$ cat config.mk
export PLATFORM = sky130hd
export DESIGN_NAME = uartRxTop
export DESIGN_NICKNAME = d
export VERILOG_FILES = /design/src/verilog/uartRxPkg.sv /design/src/verilog/uartRxTop.sv /design/src/verilog/uartRxRegs.sv /design/src/verilog/rxFifo.sv /design/src/verilog/uartRxCore.sv /design/src/verilog/baudTicker.sv
export SDC_FILE = /design/constraint.sdc
export NUM_CORES = 1
export LEC_CHECK = 0
export BUFFER_PORTS_ARGS = -buffer_cell sky130_fd_sc_hd__buf_2
export CAP_MARGIN = 20
export CORE_UTILIZATION = 60
export DETAILED_ROUTE_END_ITERATION = 10
export PLACE_DENSITY = 0.79
export SLEW_MARGIN = 15
export SYNTH_ARGS = -nofsm -noshare
export SYNTH_HDL_FRONTEND = slang
export SYNTH_SLANG_ARGS = --single-unit
$ cat constraint.sdc
create_clock -name clk -period 8.3 [get_ports clk]
set_input_delay 2.49 -clock clk [delete_from_list [all_inputs] [get_ports clk]]
set_output_delay 2.49 -clock clk [all_outputs]
set_load 0.02 [all_outputs]
$ cat src/verilog/uartRxPkg.sv
`default_nettype none

package uartRxPkg;

        ////////////////////////////////////////
        // Sizes
        ////////////////////////////////////////

        localparam int DATA_BITS       = 8;
        localparam int FIFO_ADDR_BITS  = 4;
        localparam int FIFO_DEPTH      = 16;    // 2**FIFO_ADDR_BITS entries
        localparam int OVERSAMPLE      = 16;    // Ticks per bit time
        localparam int DIVISOR_BITS    = 8;
        localparam int DEFAULT_DIVISOR = 8;
        localparam int REG_ADDR_BITS   = 2;

        ////////////////////////////////////////
        // Encodings
        ////////////////////////////////////////

        typedef enum logic [1:0] {
                IDLE,
                START,
                DATA,
                STOP
        } rxState_t;

        typedef enum logic [REG_ADDR_BITS-1:0] {
                ADDR_DIVISOR = 2'd0,
                ADDR_CONTROL = 2'd1,
                ADDR_STATUS  = 2'd2
        } regAddr_t;

        ////////////////////////////////////////
        // Bundles
        ////////////////////////////////////////

        typedef struct packed {
                logic [DIVISOR_BITS-1:0] divisor;     // clk cycles per oversample tick
                logic                    bistMode;    // Freezes the FIFO
        } rxConfig_t;

        typedef struct packed {
                logic empty;
                logic halfFull;
                logic full;
                logic overflow;
        } fifoStatus_t;

endpackage

`default_nettype wire
$ cat src/verilog/uartRxTop.sv
`timescale 1ns/100ps
`default_nettype none

module uartRxTop (
        input  logic                           clk,
        input  logic                           rst,
        input  logic                           rxd,
        input  logic                           popData,
        output logic [uartRxPkg::DATA_BITS-1:0] dataOut,
        output uartRxPkg::fifoStatus_t          fifoStat,
        input  logic                           cfgWrite,
        input  uartRxPkg::regAddr_t            cfgAddr,
        input  logic [7:0]                     cfgWData,
        output logic [7:0]                     cfgRData
);
        import uartRxPkg::*;

        rxConfig_t            cfg;
        logic                 tick;
        logic [DATA_BITS-1:0] rxByte;
        logic                 byteValid;
        logic                 frameErr;

        uartRxRegs regs (
                .clk      (clk),
                .rst      (rst),
                .cfgWrite (cfgWrite),
                .frameErr (frameErr),
                .cfgAddr  (cfgAddr),
                .cfgWData (cfgWData),
                .fifoStat (fifoStat),
                .cfg      (cfg),
                .cfgRData (cfgRData)
        );

        baudTicker ticker (
                .clk     (clk),
                .rst     (rst),
                .divisor (cfg.divisor),
                .tick    (tick)
        );

        // Serial line in, bytes and framing errors out
        uartRxCore core (
                .clk       (clk),
                .rst       (rst),
                .rxd       (rxd),
                .tick      (tick),
                .rxByte    (rxByte),
                .byteValid (byteValid),
                .frameErr  (frameErr)
        );

        rxFifo fifo (
                .clk       (clk),
                .rst       (rst),
                .byteValid (byteValid),
                .popData   (popData),
                .bistMode  (cfg.bistMode),
                .rxByte    (rxByte),
                .dataOut   (dataOut),
                .fifoStat  (fifoStat)
        );

endmodule

`default_nettype wire

$ cat src/verilog/uartRxRegs.sv
`timescale 1ns/100ps
`default_nettype none

module uartRxRegs (
        input  logic                   clk,
        input  logic                   rst,
        input  logic                   cfgWrite,
        input  logic                   frameErr,
        input  uartRxPkg::regAddr_t    cfgAddr,
        input  logic [7:0]             cfgWData,
        input  uartRxPkg::fifoStatus_t fifoStat,
        output uartRxPkg::rxConfig_t   cfg,
        output logic [7:0]             cfgRData
);
        import uartRxPkg::*;

        logic overflowSeen;
        logic frameErrSeen;
        logic prevOverflow;     // For the rising edge of overflow

        always_ff @(posedge clk)
        begin
                if (rst)
                begin
                        cfg.divisor  <= DIVISOR_BITS'(DEFAULT_DIVISOR);
                        cfg.bistMode <= 1'b0;
                        overflowSeen <= 1'b0;
                        frameErrSeen <= 1'b0;
                        prevOverflow <= 1'b0;
                end
                else
                begin
                        prevOverflow <= fifoStat.overflow;
                        if (cfgWrite && cfgAddr == ADDR_DIVISOR)
                                cfg.divisor <= (cfgWData == '0) ? DIVISOR_BITS'(1)
                                                                : cfgWData[DIVISOR_BITS-1:0];
                        if (cfgWrite && cfgAddr == ADDR_CONTROL)
                                cfg.bistMode <= cfgWData[0];

                        // Write one to clear, a new event on the same edge wins
                        if (cfgWrite && cfgAddr == ADDR_STATUS && cfgWData[4])
                                overflowSeen <= 1'b0;
                        if (fifoStat.overflow && !prevOverflow)
                                overflowSeen <= 1'b1;
                        if (cfgWrite && cfgAddr == ADDR_STATUS && cfgWData[5])
                                frameErrSeen <= 1'b0;
                        if (frameErr)
                                frameErrSeen <= 1'b1;
                end
        end

        ////////////////////////////////////////
        // Read mux
        ////////////////////////////////////////

        always_comb
        begin
                case (cfgAddr)
                ADDR_DIVISOR: cfgRData = 8'(cfg.divisor);
                ADDR_CONTROL: cfgRData = {7'b0, cfg.bistMode};
                ADDR_STATUS:  cfgRData = {2'b0, frameErrSeen, overflowSeen,
                                          fifoStat.overflow, fifoStat.full,
                                          fifoStat.halfFull, fifoStat.empty};
                default:      cfgRData = '0;    // Unmapped address
                endcase
        end

        divisorNonZero: assert property (@(posedge clk) disable iff (rst)
                (cfgWrite && cfgAddr == ADDR_DIVISOR) |=> (cfg.divisor != '0))
                else $error("Divisor register loaded with zero");

endmodule

`default_nettype wire

$ cat src/verilog/rxFifo.sv
`timescale 1ns/100ps
`default_nettype none

module rxFifo (
        input  logic                           clk,
        input  logic                           rst,
        input  logic                           byteValid,
        input  logic                           popData,
        input  logic                           bistMode,
        input  logic [uartRxPkg::DATA_BITS-1:0] rxByte,
        output logic [uartRxPkg::DATA_BITS-1:0] dataOut,
        output uartRxPkg::fifoStatus_t          fifoStat
);
        import uartRxPkg::*;

        logic [DATA_BITS-1:0]      fifoMem [FIFO_DEPTH];
        logic [FIFO_ADDR_BITS-1:0] rdPtr;
        logic [FIFO_ADDR_BITS-1:0] wrPtr;
        logic [FIFO_ADDR_BITS:0]   count;       // One extra bit to hold FIFO_DEPTH
        logic                      overflowReg;
        logic                      isEmpty;
        logic                      isFull;
        logic                      pushOk;
        logic                      popOk;
        logic                      dropped;

        assign isEmpty = (count == '0);
        assign isFull  = (count == (FIFO_ADDR_BITS+1)'(FIFO_DEPTH));

        // Nothing moves while frozen for BIST
        assign pushOk  = byteValid && !bistMode && !isFull;
        assign popOk   = popData && !bistMode && !isEmpty;
        assign dropped = byteValid && !bistMode && isFull;

        ////////////////////////////////////////
        // Storage
        ////////////////////////////////////////

        always_ff @(posedge clk)
        begin
                if (pushOk)
                        fifoMem[wrPtr] <= rxByte;
        end

        ////////////////////////////////////////
        // Pointers, count and output byte
        ////////////////////////////////////////

        always_ff @(posedge clk)
        begin
                if (rst)
                begin
                        rdPtr       <= '0;
                        wrPtr       <= '0;
                        count       <= '0;
                        overflowReg <= 1'b0;
                        dataOut     <= '0;
                end
                else
                begin
                        if (pushOk)
                                wrPtr <= wrPtr + 1'b1;
                        if (popOk)
                        begin
                                dataOut <= fifoMem[rdPtr];      // Head entry to output
                                rdPtr   <= rdPtr + 1'b1;
                        end
                        case ({pushOk, popOk})
                        2'b10:   count <= count + 1'b1;
                        2'b01:   count <= count - 1'b1;
                        default: count <= count;       // Both or neither
                        endcase

                        // A drop on the same edge as a pop still flags
                        if (popOk)
                                overflowReg <= 1'b0;
                        if (dropped)
                                overflowReg <= 1'b1;
                end
        end

        always_comb
        begin
                fifoStat.empty    = isEmpty;
                fifoStat.halfFull = (count >= (FIFO_ADDR_BITS+1)'(FIFO_DEPTH/2));
                fifoStat.full     = isFull;
                fifoStat.overflow = overflowReg;
        end

        countInRange: assert property (@(posedge clk) disable iff (rst)
                count <= (FIFO_ADDR_BITS+1)'(FIFO_DEPTH))
                else $error("FIFO count above depth");

endmodule

`default_nettype wire

$ cat src/verilog/uartRxCore.sv
`timescale 1ns/100ps
`default_nettype none

module uartRxCore (
        input  logic                           clk,
        input  logic                           rst,
        input  logic                           rxd,
        input  logic                           tick,
        output logic [uartRxPkg::DATA_BITS-1:0] rxByte,
        output logic                           byteValid,
        output logic                           frameErr
);
        import uartRxPkg::*;

        rxState_t                         state;
        logic                             rxdMeta;
        logic                             rxdSync;
        logic [$clog2(OVERSAMPLE)-1:0]    tickCnt;    // Ticks since last sample point
        logic [$clog2(DATA_BITS)-1:0]     bitIdx;
        logic [DATA_BITS-1:0]             shiftReg;

        ////////////////////////////////////////
        // Line synchronizer
        ////////////////////////////////////////

        always_ff @(posedge clk)
        begin
                if (rst)
                begin
                        rxdMeta <= 1'b1;        // Line idles high
                        rxdSync <= 1'b1;
                end
                else
                begin
                        rxdMeta <= rxd;
                        rxdSync <= rxdMeta;
                end
        end

        ////////////////////////////////////////
        // Frame FSM
        ////////////////////////////////////////

        always_ff @(posedge clk)
        begin
                if (rst)
                begin
                        state     <= IDLE;
                        tickCnt   <= '0;
                        bitIdx    <= '0;
                        byteValid <= 1'b0;
                        frameErr  <= 1'b0;
                end
                else
                begin
                        byteValid <= 1'b0;
                        frameErr  <= 1'b0;
                        if (tick)
                        begin
                                case (state)
                                IDLE:
                                begin
                                        if (!rxdSync)
                                        begin
                                                tickCnt <= ($clog2(OVERSAMPLE))'(1);  // First low tick
                                                state   <= START;
                                        end
                                end
                                START:
                                begin
                                        if (rxdSync)
                                                state <= IDLE;          // Glitch, not a start bit
                                        else if (tickCnt == ($clog2(OVERSAMPLE))'(OVERSAMPLE/2 - 1))
                                        begin
                                                // Eighth low tick, now at mid start bit
                                                tickCnt <= '0;
                                                bitIdx  <= '0;
                                                state   <= DATA;
                                        end
                                        else
                                                tickCnt <= tickCnt + 1'b1;
                                end
                                DATA:
                                begin
                                        if (tickCnt == ($clog2(OVERSAMPLE))'(OVERSAMPLE - 1))
                                        begin
                                                tickCnt <= '0;
                                                if (bitIdx == ($clog2(DATA_BITS))'(DATA_BITS - 1))
                                                        state <= STOP;
                                                else
                                                        bitIdx <= bitIdx + 1'b1;
                                        end
                                        else
                                                tickCnt <= tickCnt + 1'b1;
                                end
                                STOP:
                                begin
                                        if (tickCnt == ($clog2(OVERSAMPLE))'(OVERSAMPLE - 1))
                                        begin
                                                tickCnt   <= '0;
                                                byteValid <= rxdSync;   // Good stop bit
                                                frameErr  <= !rxdSync;
                                                state     <= IDLE;
                                        end
                                        else
                                                tickCnt <= tickCnt + 1'b1;
                                end
                                default:
                                        state <= IDLE;
                                endcase
                        end
                end
        end

        // LSB arrives first, so shift in from the top
        always_ff @(posedge clk)
        begin
                if (tick && state == DATA && tickCnt == ($clog2(OVERSAMPLE))'(OVERSAMPLE - 1))
                        shiftReg <= {rxdSync, shiftReg[DATA_BITS-1:1]};
        end

        assign rxByte = shiftReg;

        noDoubleStrobe: assert property (@(posedge clk) disable iff (rst)
                !(byteValid && frameErr))
                else $error("byteValid and frameErr asserted together");

endmodule

`default_nettype wire

$ cat src/verilog/baudTicker.sv
`timescale 1ns/100ps
`default_nettype none

module baudTicker (
        input  logic                              clk,
        input  logic                              rst,
        input  logic [uartRxPkg::DIVISOR_BITS-1:0] divisor,
        output logic                              tick
);
        import uartRxPkg::*;

        logic [DIVISOR_BITS-1:0] count;
        logic [DIVISOR_BITS-1:0] prevDivisor;   // Detects a rate change

        always_ff @(posedge clk)
        begin
                prevDivisor <= divisor;
                if (rst)
                begin
                        count <= divisor - 1'b1;
                        tick  <= 1'b0;
                end
                else if (divisor != prevDivisor)
                begin
                        // New rate, start a fresh full period
                        count <= divisor - 1'b1;
                        tick  <= 1'b0;
                end
                else if (count == '0)
                begin
                        count <= divisor - 1'b1;
                        tick  <= 1'b1;          // One pulse per divisor clocks
                end
                else
                begin
                        count <= count - 1'b1;
                        tick  <= 1'b0;
                end
        end

endmodule

`default_nettype wire

# [Yosys cells after proc, flatten, opt, wreduce, memory -nomap -nowiden]
# Memories as Yosys holds them, arrays and structs flattened. A register that Yosys moved wholly into a read port is not among the register bits.
# Index checks and enable logic that the tools add are counted.
[op_classes] order_cmp=1 n_reduce_logical=34 add_sub_neg=8 n_mux=32 n_eq_ne=20 bitwise=3
[op_table] operator="two-way mux 8 bit" count=4
[op_table] operator="one-hot mux 8 bit (3 select lines)" count=1
[op_table] operator="logical NOT 8 bit" count=2
[op_table] operator="two-way mux 4 bit" count=4
[op_table] operator="subtractor 8 x 1 -> 8 bit (second input constant)" count=2
[op_table] operator="logical AND 1 bit" count=13
[op_table] operator="adder 4 x 1 -> 4 bit (second input constant)" count=3
[op_table] operator="two-way mux 2 bit" count=6
[op_table] operator="two-way mux 3 bit" count=4
[op_table] operator="one-hot mux 4 bit (3 select lines)" count=1
[op_table] operator="AND reduction 6 bit" count=2
[op_table] operator="one-hot mux 5 bit (2 select lines)" count=1
[op_table] operator="nonzero test 2 bit" count=5
[op_table] operator="two-way mux 1 bit" count=9
[op_table] operator="equality test 2 bit (second input constant)" count=4
[op_table] operator="inequality test 2 x 1 -> 1 bit (second input constant)" count=4
[op_table] operator="inequality test 8 bit" count=1
[op_table] operator="one-hot mux 2 bit (4 select lines)" count=1
[op_table] operator="equality test 2 x 1 -> 1 bit (second input constant)" count=3
[op_table] operator="inequality test 2 bit (second input constant)" count=3
[op_table] operator="one-hot mux 3 bit (2 select lines)" count=1
[op_table] operator="adder 5 x 1 -> 5 bit (second input constant)" count=1
[op_table] operator="equality test 5 bit (second input constant)" count=1
[op_table] operator=">= comparator 5 x 4 -> 1 bit (second input constant)" count=1
[op_table] operator="other kinds (13)" count=21
[word_totals] mem_count=1 out_inout_bits=20 in_bits=15 ram_bits=128 wordCells=119 regBits=64
[mem_list] name="fifo.fifoMem" words=16 word_bits=8 read_ports=1 rd_clocked_by_memory_dff=1 wr=1 line="rxFifo.sv:16" rtl="logic [DATA_BITS-1:0] fifoMem [FIFO_DEPTH];"

# [Logic depth before layout (Yosys ltp)]
[depth] word_depth=5 ltp_mapped=12

# [By module]
# A second synthesis with hierarchy kept.
[unflattened] hier_cells=616 area_unflattened_um2=8478.1
[modules_own_cells] mod="rxFifo" area_each_um2=6154.7 seq_area_each_um2=4284.1 instances=1 cells_each=393
[modules_own_cells] mod="uartRxCore" area_each_um2=929.6 seq_area_each_um2=500.5 instances=1 cells_each=85
[modules_own_cells] mod="baudTicker" area_each_um2=813.3 seq_area_each_um2=340.3 instances=1 cells_each=76
[modules_own_cells] mod="uartRxRegs" area_each_um2=580.6 seq_area_each_um2=240.2 instances=1 cells_each=62

# [Least setup slack after synthesis]
# OpenSTA, ideal clock, no wires.
[synth_timing] kind="input -> output" start="input cfgAddr[1]" end="output cfgRData[0]" path_buffers=1 setup_slack_ns=2.542 arrival_time_ns=3.268 stages=3 path_cell_list="buf_2 -> mux2i_1 -> o21ai_0"
[synth_via] elab_chain_cells=2 elab_cells_between_ends=4 classes_between="eq/ne (2); mux (1); reduce/logical (1)"
[synth_lines] element="start, declared" line="uartRxTop.sv:12" rtl="input uartRxPkg::regAddr_t cfgAddr,"
[synth_lines] element="equality test 2 bit (tied with other cells)" line="uartRxRegs.sv:58" rtl="case (cfgAddr)"
[synth_lines] element="one-hot mux 8 bit (3 select lines) *" line="uartRxRegs.sv:58"
[synth_lines] element="end, declared" line="uartRxTop.sv:14" rtl="output logic [7:0] cfgRData"
# Every way passes the cells marked *; elsewhere a longest branch is shown, timed or not.

# [Worst setup path in the final report]
# Same ends and word-level chain as after synthesis.

==> reports/results.ini <==
[timing]
post-route-period-util_pct = 68.9
rsz0062_at_grt = false
fin_setup_tns_ns = 0
fin_skew_ns = 0.00893
relSlewSlack_pct = 46.9
setup_viol = 0
tightest_slew_ns = 0.794
whs_ns = 0.423
final.min_clock_period_ns = 5.71
maxSlewViolCount = 0
clock.fmax_mhz = 175
finalHoldViolCount = 0

[routing]
ant_nets = 0
met1Wirelength_um = 7300
drtIter0Drc = 500
drc = 0
highest_layer = met4
wirelength_um = 16400
viasPerCell = 6.03
met3_length_um = 992
dr.pass1.iters = 6
wl_met2_um = 7640
num_vias = 5169
wire_per_inst_um = 19.1

[cells_and_area]
final_cell_mix = 136 x edfxtp_1, 90 x mux2i_1, 63 x dfxtp_1, 54 x nor2_1, 35 x buf_2
final_common_cell = edfxtp_1
areaGrowthSynthToFinish_pct = 9.35
antenna_cells = 0
layout-drive-gt1-share_pct = 12.1
fin_nets = 698
final_util_pct = 67.2

[power]
clkPwrFrac_pct = 40.8
p_switching_uw = 390
ir_drop_uv = 132
leakage_uw = 0.00319
powerDensity_nw_per_um2 = 203
intPower_uw = 1500
combPwrFrac_pct = 2.5
p_sw_share_pct = 20.7
p_seq_share_pct = 56.7

[synthesis]
ys_warn_count = 0
yosysUniqueCellTypes = 55
syn_area_per_cell_um2 = 13.1
yosys.area_share.adder_pct = 2.80
synth_nets = 681
synth_xor_area_share_pct = 3.09
synth_top_family_by_area = multiplexers
synth-seq-cells = 200
netlist_area_um2 = 8500
synthMuxAreaShare_pct = 10.7
synth.yosys.seq_area_share_pct = 63.1
synth_edf_count = 136
synth-main-ff-cell = edfxtp_1
synth_compound_area_share_pct = 6.73
syn_inst = 647
async_reset_ff_share_pct = 0
synth_simple_gate_area_share_pct = 10.5

[worst_setup_path]
critPathArrivalTime_ns = 3.22
critPathRequiredTime_ns = 5.81
cp_cell_sequence = buf_2 > nor2b_1 > nand2_1 > o21ai_0 > buf_2
critPathLaunchType = primary input
rr_worst_depth = 10
crit_type = in2out
crit_top_cell = buf_2
crit_family = buffers and inverters
cp_max_fo = 9
path_buf_inv = 2
end_kind = output pin
path_depth = 5
worst_path_max_delay_cell = nor2b_1
max_stage_delay_ns = 0.20

[worst_hold_path]
hold_class = reg2reg
holdPathStages = 1

[global_route]
grt_pass1_wl_um = 25900
grt_max_degree = 67
grt_pass1_vias = 5053
overflow = 0
grt_usage_pct = 24.0
antenna_found_initial = 0

[clocking]
numCtsBuffers = 17
path_clk_slew_ns = 0.06
clockBufferDepth = 2
ctsHoldBuffers = 0
cts_root_buffer = clkbuf_16
cts_setup_buffers = 0
clock_latency_ns = 0.43
cts.sinks = 200
cts_tree = built
cts_htree_levels = 4
cts_resized = 0

[placed_design]
io_buffers = 34
hpwl_um = 10900
place.gp.congestion = 0.918

[floorplan]
rows = 43
io_pins = 35
die_x_um = 121
dieHeight_um = 121
initial_core_util_pct = 61.5
core-area_um2 = 13800
die-area_um2 = 14600

[run_status]
status = completed

[run]
maxCapViolations = 0

through the flow:
stage / power [µW] / setup slack, ns / instances / instance area, µm²
4_1_cts: 1900 / 2.60 / 856 / 9250
3_5_place_dp: 1140 / 2.61 / 824 / 8700
3_3_place_gp: 1140 / 2.64 / 823 / 8700
5_1_grt: 1940 / 2.46 / 857 / 9300
2_1_floorplan: 1130 / 2.54 / 647 / 8500
6_report: 1890 / 2.59 / 857 / 9300
logic make-up after synthesis:
group                      count (synthesis)
AOI/OAI and AO/OA                         89
xor gates and xnor gates                  30
adders and majority gates                 19
buffers and inverters                     51
DFF                                      200
muxes                                     91
and+or+nand+nor                          167
power groups by stage:
stage,logic (µW),registers (µW),clock network (µW)
2_1_floorplan,37.9,1090,0
3_3_place_gp,45.8,1090,0
3_5_place_dp,47.6,1090,0
4_1_cts,48.0,1070,782
5_1_grt,53.0,1070,815
6_report,47.8,1070,769
layout make-up:
cell class	count	area [µm²]
Sequential cell	200	5370
Fill cell	911	4530
Multi-Input combinational cell	396	2890
Clock buffer	19	433
Tap cell	180	225
Timing Repair Buffer	37	210
Clock inverter	13	120
Inverter	12	45.0
registers in the layout (all words and copies together) (netlist names), 3 cells and up, named ones only:
name and count:
fifo.fifoMem 128, regs.cfg 9, core.rxByte 8, fifo.dataOut 8, ticker.count 8, ticker.prevDivisor 8, fifo.count 5, core.tickCnt 4
fifo.rdPtr 4, fifo.wrPtr 4, core.bitIdx 3
cell usage after synthesis (4+ instances only):
cell type | instances | area share [%]
a211oi_1 | 5 | 0.44
a21oi_1 | 22 | 1.3
and2_1 | 5 | 0.37
buf_2 | 13 | 0.77
buf_4 | 9 | 0.79
clkbuf_1 | 13 | 0.57
dfxtp_1 | 64 | 15
edfxtp_1 | 136 | 48
ha_1 | 19 | 2.8
inv_1 | 12 | 0.53
mux2i_1 | 90 | 11
nand2_1 | 27 | 1.2
nand2b_1 | 8 | 0.59
nand3_1 | 10 | 0.59
nand3b_1 | 6 | 0.53
nand4_1 | 4 | 0.29
nor2_1 | 54 | 2.4
nor2b_1 | 5 | 0.37
nor3_1 | 11 | 0.65
nor4_1 | 10 | 0.74
o21ai_0 | 12 | 0.71
o22ai_1 | 32 | 2.4
xnor2_1 | 9 | 0.93
xor2_1 | 21 | 2.2
final timing paths:
check	slack (ns)	end	from
hold reg to reg	0.42	core.rxdSync	core.rxdMeta
setup / recovery	2.59	cfgRData[0]	cfgAddr[1]
hold / removal	0.42	core.rxdSync	core.rxdMeta
setup reg to reg	5.23	fifo.count[4]	fifo.count[1]
per-layer routing:
metal | vias up | track usage, %
li1 | 2439 | -
met2 | 169 | 37.1
met3 | 41 | 6.02
met5 | - | 0
met1 | 2520 | 31.4
met4 | 0 | 12.3
(Power assumes the default switching activity.)
